`config.mk`:
```
export PLATFORM = sky130hd
export DESIGN_NAME = pipe_ctrl_top
export DESIGN_NICKNAME = d
export VERILOG_FILES = /design/src/hw/pipe_ctrl_pkg.sv /design/src/hw/pipe_ctrl_top.sv /design/src/hw/trap_csr.sv /design/src/hw/redirect_unit.sv /design/src/hw/forward_unit.sv
export SDC_FILE = /design/constraint.sdc
export NUM_CORES = 1
export LEC_CHECK = 0
export BUFFER_PORTS_ARGS = -buffer_cell sky130_fd_sc_hd__buf_4
export CAP_MARGIN = 30
export CORE_AREA = 4 4 184 186
export DETAILED_ROUTE_END_ITERATION = 16
export DIE_AREA = 0 0 188 190
export GPL_ROUTABILITY_DRIVEN = 0
export RECOVER_POWER = 25
export SYNTH_ARGS = -nofsm -noshare
export SYNTH_HDL_FRONTEND = slang
export SYNTH_SLANG_ARGS = --single-unit
```
`constraint.sdc`:
```
create_clock -name clock -period 3.2 [get_ports clock]
set_input_delay 0.32 -clock clock [delete_from_list [all_inputs] [get_ports clock]]
set_output_delay 0.32 -clock clock [all_outputs]
set_load 0.02 [all_outputs]
```
`src/hw/pipe_ctrl_pkg.sv`:
```
package pipe_ctrl_pkg;

    // Fixed by the RV32 ISA.
    localparam int xlen = 32;
    localparam int reg_addr_w = 5;
    localparam int csr_addr_w = 12;

    // Sequential fetch step, used for the fence.i restart.
    localparam logic [xlen-1:0] inst_bytes = 32'd4;

    // Environment call from M-mode.
    localparam logic [xlen-1:0] cause_ecall_m = 32'd11;

    typedef enum logic [csr_addr_w-1:0] {
        csr_mtvec  = 12'h305,
        csr_mepc   = 12'h341,
        csr_mcause = 12'h342
    } csr_addr_e;

    typedef enum logic [1:0] {
        fwd_reg      = 2'b00,
        fwd_ex       = 2'b01,
        fwd_mem_alu  = 2'b10,
        fwd_mem_load = 2'b11
    } fwd_sel_e;

    // Which event steers the front end this cycle.
    typedef enum logic [2:0] {
        redir_none,
        redir_jump,
        redir_branch,
        redir_fence,
        redir_ecall,
        redir_mret
    } redir_kind_e;

    typedef struct packed {
        logic                  valid;
        logic [xlen-1:0]       pc;
        logic [reg_addr_w-1:0] rs1;
        logic [reg_addr_w-1:0] rs2;
        logic [xlen-1:0]       rs1_value;
        logic [xlen-1:0]       rs2_value;
        logic                  ecall;
        logic                  mret;
    } id_stage_t;

    // Branch outcome comes back in bit 0 of result.
    typedef struct packed {
        logic                  valid;
        logic [xlen-1:0]       pc;
        logic [xlen-1:0]       imm;
        logic [xlen-1:0]       result;
        logic [reg_addr_w-1:0] rd;
        logic                  reg_wen;
        logic                  jump;
        logic                  branch;
        logic                  fence_i;
    } ex_stage_t;

    typedef struct packed {
        logic                  valid;
        logic [reg_addr_w-1:0] rd;
        logic                  reg_wen;
        logic                  mem_ren;
        logic [xlen-1:0]       result;
        logic [xlen-1:0]       rdata;
    } mem_stage_t;

    typedef struct packed {
        logic            valid;
        csr_addr_e       addr;
        logic [xlen-1:0] data;
    } csr_wr_t;

    typedef struct packed {
        logic            valid;
        logic [xlen-1:0] target;
        logic            flush;
        logic            icache_clr;
    } redirect_t;

endpackage
```
`src/hw/pipe_ctrl_top.sv`:
```
`timescale 1ns/1ns

module pipe_ctrl_top (
    input  logic                           clock,
    input  logic                           reset,
    input  pipe_ctrl_pkg::id_stage_t       id,
    input  pipe_ctrl_pkg::ex_stage_t       ex,
    input  pipe_ctrl_pkg::mem_stage_t      mem,
    input  pipe_ctrl_pkg::csr_wr_t         csr_wr,
    input  pipe_ctrl_pkg::csr_addr_e       csr_raddr,
    output logic [pipe_ctrl_pkg::xlen-1:0] rs1_fwd,
    output logic [pipe_ctrl_pkg::xlen-1:0] rs2_fwd,
    output pipe_ctrl_pkg::redirect_t       redirect,
    output logic [pipe_ctrl_pkg::xlen-1:0] csr_rdata
);
    import pipe_ctrl_pkg::*;

    logic [xlen-1:0] mtvec;
    logic [xlen-1:0] mepc;
    logic            trap_take;

    // Operand bypass into EX.
    forward_unit u_forward (
        .id      (id),
        .ex      (ex),
        .mem     (mem),
        .rs1_fwd (rs1_fwd),
        .rs2_fwd (rs2_fwd)
    );

    redirect_unit u_redirect (
        .id        (id),
        .ex        (ex),
        .mtvec     (mtvec),
        .mepc      (mepc),
        .redirect  (redirect),
        .trap_take (trap_take)
    );

    // The ecall being taken is the one in ID.
    trap_csr u_trap_csr (
        .clock     (clock),
        .reset     (reset),
        .csr_wr    (csr_wr),
        .trap_take (trap_take),
        .trap_pc   (id.pc),
        .csr_raddr (csr_raddr),
        .mtvec     (mtvec),
        .mepc      (mepc),
        .csr_rdata (csr_rdata)
    );

endmodule

```
`src/hw/trap_csr.sv`:
```
`timescale 1ns/1ns

module trap_csr (
    input  logic                           clock,
    input  logic                           reset,
    input  pipe_ctrl_pkg::csr_wr_t         csr_wr,
    input  logic                           trap_take,
    input  logic [pipe_ctrl_pkg::xlen-1:0] trap_pc,
    input  pipe_ctrl_pkg::csr_addr_e       csr_raddr,
    output logic [pipe_ctrl_pkg::xlen-1:0] mtvec,
    output logic [pipe_ctrl_pkg::xlen-1:0] mepc,
    output logic [pipe_ctrl_pkg::xlen-1:0] csr_rdata
);
    import pipe_ctrl_pkg::*;

    logic [xlen-1:0] mtvec_q;
    logic [xlen-1:0] mepc_q;
    logic [xlen-1:0] mcause_q;

    logic mtvec_we;
    logic mepc_we;
    logic mcause_we;

    // Address decode of the write strobe.
    always_comb begin
        mtvec_we  = 1'b0;
        mepc_we   = 1'b0;
        mcause_we = 1'b0;
        if (csr_wr.valid) begin
            case (csr_wr.addr)
                csr_mtvec:  mtvec_we = 1'b1;
                csr_mepc:   mepc_we = 1'b1;
                csr_mcause: mcause_we = 1'b1;
                default: begin
                    mtvec_we  = 1'b0;
                    mepc_we   = 1'b0;
                    mcause_we = 1'b0;
                end
            endcase
        end
    end

    always_ff @(posedge clock) begin
        if (reset) begin
            mtvec_q <= '0;
        end else if (mtvec_we) begin
            mtvec_q <= csr_wr.data;
        end
    end

    // Trap capture has priority over a software write.
    always_ff @(posedge clock) begin
        if (reset) begin
            mepc_q <= '0;
        end else if (trap_take) begin
            mepc_q <= trap_pc;
        end else if (mepc_we) begin
            mepc_q <= csr_wr.data;
        end
    end

    always_ff @(posedge clock) begin
        if (reset) begin
            mcause_q <= '0;
        end else if (trap_take) begin
            mcause_q <= cause_ecall_m;
        end else if (mcause_we) begin
            mcause_q <= csr_wr.data;
        end
    end

    assign mtvec = mtvec_q;
    assign mepc  = mepc_q;

    // Unknown addresses read as zero.
    always_comb begin
        case (csr_raddr)
            csr_mtvec:  csr_rdata = mtvec_q;
            csr_mepc:   csr_rdata = mepc_q;
            csr_mcause: csr_rdata = mcause_q;
            default:    csr_rdata = '0;
        endcase
    end

endmodule

```
`src/hw/redirect_unit.sv`:
```
`timescale 1ns/1ns

module redirect_unit (
    input  pipe_ctrl_pkg::id_stage_t       id,
    input  pipe_ctrl_pkg::ex_stage_t       ex,
    input  logic [pipe_ctrl_pkg::xlen-1:0] mtvec,
    input  logic [pipe_ctrl_pkg::xlen-1:0] mepc,
    output pipe_ctrl_pkg::redirect_t       redirect,
    output logic                           trap_take
);
    import pipe_ctrl_pkg::*;

    redir_kind_e     kind;
    logic            ex_redirect;
    logic            branch_taken;
    logic            redir_valid;
    logic [xlen-1:0] branch_target;
    logic [xlen-1:0] seq_target;
    logic [xlen-1:0] target;

    assign branch_taken = ex.branch && ex.result[0];
    assign ex_redirect  = ex.valid && (ex.jump || ex.fence_i || branch_taken);

    assign branch_target = ex.pc + ex.imm;
    assign seq_target    = ex.pc + inst_bytes;

    // Older instruction in EX beats a trap sitting in ID.
    always_comb begin
        kind = redir_none;
        if (ex_redirect) begin
            if (ex.jump) begin
                kind = redir_jump;
            end else if (branch_taken) begin
                kind = redir_branch;
            end else begin
                kind = redir_fence;
            end
        end else if (id.valid) begin
            if (id.ecall) begin
                kind = redir_ecall;
            end else if (id.mret) begin
                kind = redir_mret;
            end
        end
    end

    always_comb begin
        case (kind)
            redir_jump:   target = ex.result;
            redir_branch: target = branch_target;
            redir_fence:  target = seq_target;
            redir_ecall:  target = mtvec;
            redir_mret:   target = mepc;
            default:      target = '0;
        endcase
    end

    assign redir_valid = (kind != redir_none);

    // Any redirect kills the instruction in ID.
    assign redirect.valid      = redir_valid;
    assign redirect.target     = target;
    assign redirect.flush      = redir_valid;
    assign redirect.icache_clr = ex_redirect && ex.fence_i;

    // Ecall squashed by an EX redirect never reaches the CSRs.
    assign trap_take = (kind == redir_ecall);

endmodule

```
`src/hw/forward_unit.sv`:
```
`timescale 1ns/1ns

module forward_unit (
    input  pipe_ctrl_pkg::id_stage_t       id,
    input  pipe_ctrl_pkg::ex_stage_t       ex,
    input  pipe_ctrl_pkg::mem_stage_t      mem,
    output logic [pipe_ctrl_pkg::xlen-1:0] rs1_fwd,
    output logic [pipe_ctrl_pkg::xlen-1:0] rs2_fwd
);
    import pipe_ctrl_pkg::*;

    logic     ex_writes;
    logic     mem_writes;
    fwd_sel_e rs1_sel;
    fwd_sel_e rs2_sel;

    // Only a live stage that writes back can be a source.
    assign ex_writes  = ex.valid && ex.reg_wen;
    assign mem_writes = mem.valid && mem.reg_wen;

    // EX is the younger producer, so it wins over MEM.
    function automatic fwd_sel_e select_source(
        input logic [reg_addr_w-1:0] src,
        input logic                  ex_hit_en,
        input logic [reg_addr_w-1:0] ex_rd,
        input logic                  mem_hit_en,
        input logic [reg_addr_w-1:0] mem_rd,
        input logic                  mem_is_load
    );
        fwd_sel_e sel;
        sel = fwd_reg;
        if (src != '0) begin
            if (ex_hit_en && (ex_rd == src)) begin
                sel = fwd_ex;
            end else if (mem_hit_en && (mem_rd == src)) begin
                sel = mem_is_load ? fwd_mem_load : fwd_mem_alu;
            end
        end
        return sel;
    endfunction

    function automatic logic [xlen-1:0] pick_operand(
        input fwd_sel_e        sel,
        input logic [xlen-1:0] reg_value,
        input logic [xlen-1:0] ex_result,
        input logic [xlen-1:0] mem_result,
        input logic [xlen-1:0] mem_rdata
    );
        logic [xlen-1:0] value;
        case (sel)
            fwd_ex:       value = ex_result;
            fwd_mem_alu:  value = mem_result;
            fwd_mem_load: value = mem_rdata;
            default:      value = reg_value;
        endcase
        return value;
    endfunction

    always_comb begin
        rs1_sel = select_source(id.rs1, ex_writes, ex.rd, mem_writes, mem.rd, mem.mem_ren);
        rs2_sel = select_source(id.rs2, ex_writes, ex.rd, mem_writes, mem.rd, mem.mem_ren);
    end

    // Loaded data goes straight from MEM, no load-use stall.
    always_comb begin
        rs1_fwd = pick_operand(rs1_sel, id.rs1_value, ex.result, mem.result, mem.rdata);
        rs2_fwd = pick_operand(rs2_sel, id.rs2_value, ex.result, mem.result, mem.rdata);
    end

endmodule

```
==> flow_summary.ini <==
[placement]
dp.cells = 2212
io_buffers = 476
hpwl_mm = 43.6

[synth]
yosysTopAreaCell = dfxtp_1
syn-num-nets = 1729
synth_area_mm2 = 0.00936
synth.distinct_cells = 68
synth-seq-cells = 96
yosysSeqAreaShare = 0.205
synthTopCellsByArea = dfxtp_1 21%, nand2_1 9.0%, a21oi_1 7.6%, a222oi_1 6.6%, nor2_1 5.1%
syn_area_per_cell_um2 = 6.94
synth-warning-count = 0
synth-main-ff-cell = dfxtp_1
synth_edf_count = 0
synth_async_sr_flop_share = 0
syn_inst = 1350
synth_top_area_share = 0.205

[pwr]
p_leak_nw = 6.06
ir_worst_vdd_mv = 0.256
pwr_density_cell_mw_per_mm2 = 281

[critical_path]
path_cells = buf_4 > ha_1 > inv_1 > fa_1 > nor2b_2 > o211ai_2 > a21oi_2 > a221o_2 > a211oi_4 > mux2i_1 > o221ai_2 > buf_4
critical_path_class = in2out
required_ps = 2880
cp_slowest_cell = a221o_2
cp-startpoint = ex[41]
slowest_delay_ps = 420
reg2reg_from = u_trap_csr.mepc[6]$_SDFFE_PP0P_
cp.arrival_ps = 2770
cp_common_cell = buf_4
end_kind = output port
cp-start-kind = input pin
worstPathMaxFanout = 4

[sta]
finalHoldViolCount = 0
fin_crit_sh = 0.964
fin_skew_ps = 0
worst_slew_pin_slew_ps = 1880
min_period_ps = 3090
rsz0062_at_grt = no
drv_slew = 66
tns_ps = 0
finalSetupViolCount = 0
max_freq_mhz = 324
slew_headroom = -0.255

[routing]
viasPerCell = 5.69
drc = 0
vias = 12700
drtAntennaViolNets = 0
drt_iter0_markers = 1314
finalWirelength_mm = 54.6
wl_per_cell_um = 24.5
drt_pass1_iterations = 7

[grt]
use_met2 = 0.492
grt_pass1_wl_mm = 78.1
antenna_found_initial = 2
grt-ovfl-total = 0
grt-busiest-layer = met2
grt_use_met3 = 0.0510
grt_max_degree = 68
use_met1 = 0.347
grt_pass1_vias = 12400
grt_usage = 0.284

[cts]
numCtsBuffers = 9
clockBufferDepth = 2
root_buffer = clkbuf_16
cts_tree = yes
clock-sinks = 96
clkTransAtPathRegs_ps = 70
post_cts_buffers = 0
htree_levels = 3
insertion_delay_ps = 350

[floorplanning]
start_util = 0.290
dieArea_mm2 = 0.0357
io_pins = 477
core.rowCount = 66
die_h_um = 190
dieWidth_um = 188
core-area_mm2 = 0.0323

[final_layout]
drive_gt1_frac = 0.325
syn_to_final_growth_pct = 46.8
nets = 2160
final_common_cell = buf_4
final_core_util = 0.426
fin_cells = 2229
layout_common_cells = 514 x buf_4, 224 x nand2_1, 142 x a21oi_1

[hold_path]
min-delay-start = csr_wr[11]
hp-class = in2reg

[run_status]
failed_checks = max-capacitance violations, max-slew violations
status = finished, violations left

[job]
cap_violations = 2
cell usage after synthesis, drive strengths merged, types with 8 or more instances:
library cell and instances:
dfxtp 96, a21oi 146, o21ai 71, nand4 16, xnor2 32, nand2 224
mux2 22, and4 8, buf 30, nand3 38, mux2i 36, xor2 40
a211oi 34, a31oi 27, nor2 128, a21o 11, o22ai 46, ha 32
and3 10, a222oi 62, o221ai 14, inv 64, clkbuf 72, o211ai 9
nor3 9
metal layers:
metal | share of wire | routed length, um
met1 | 0.39 | 21000
met2 | 0.49 | 26500
met3 | 0.080 | 4380
met4 | 0.047 | 2590
met5 | 0.00026 | 14
repair_timing:
action	4_1_cts	5_1_grt
setup endpoints to repair	0	1
hold buffers	0	0
gates resized for setup	0	1
kinds of logic (layout without fill, tap and decap cells):
group | after synthesis | in the layout | share of synthesized area
DFF | 96 | 96 | 0.205
xor gates and xnor gates | 72 | 72 | 0.0673
AOI/OAI and AO/OA | 450 | 450 | 0.319
adders and majority gates | 33 | 33 | 0.0449
buffers and inverters | 166 | 602 | 0.0731
muxes | 58 | 58 | 0.0649
other | 0 | 1 | 0
and+or+nand+nor | 475 | 475 | 0.225
registers in the layout, summed over array words and instances (netlist names):
| name | flops |
|---|---|
| u_trap_csr.mcause_q | 32 |
| u_trap_csr.mepc | 32 |
| u_trap_csr.mtvec | 32 |
worst max-delay path, delay by kind of cell:
family / cells / cell delay [ps]
AOI/OAI and AO/OA: 5 / 1240
muxes: 1 / 280
buffers and inverters: 3 / 370
adders and majority gates: 2 / 470
and+or+nand+nor: 1 / 70
report_power, final:
| group | total (mW) | leakage, nW | switching, mW | internal [mW] |
|---|---|---|---|---|
| Combinational | 1.54 | 5.15 | 0.845 | 0.693 |
| Clock | 1.08 | 0.140 | 0.476 | 0.607 |
| Sequential | 1.24 | 0.778 | 0.0226 | 1.22 |
| Total | 3.86 | 6.06 | 1.34 | 2.52 |
area by class of cell:
| cell class | instances | area (um^2) |
|---|---|---|
| Clock buffer | 11 | 233 |
| Multi-Input combinational cell | 1088 | 6820 |
| Sequential cell | 96 | 1920 |
| Tap cell | 442 | 553 |
| Clock inverter | 5 | 56.3 |
| Fill cell | 3438 | 18500 |
| Timing Repair Buffer | 522 | 3910 |
| Inverter | 64 | 240 |
| Antenna cell | 1 | 2.50 |
worst paths after layout:
kind                                                       endpoint  slack (ps)  cells past startpoint
worst min-delay path              u_trap_csr.mtvec[11]$_SDFFE_PP0P_         230                      3
worst min register to register  u_trap_csr.mcause_q[6]$_SDFFE_PP0P_         450                      2
worst max register to register      u_trap_csr.mepc[6]$_SDFFE_PP0P_        2310                      2
worst max-delay path                                   redirect[26]         110                     12
stage by stage:
stage	power, mW	worst slack (ps)	area (um^2)	hold WS, ps
final	3.86	114	13700	231
after global routing	4.03	6.68	13700	235
after CTS	3.87	129	13800	220
after detailed placement	2.79	132	13500	443
after global placement	2.78	149	13500	437
after floorplan	1.98	516	9360	431
No activity file was read; power rests on OpenSTA's default activity.
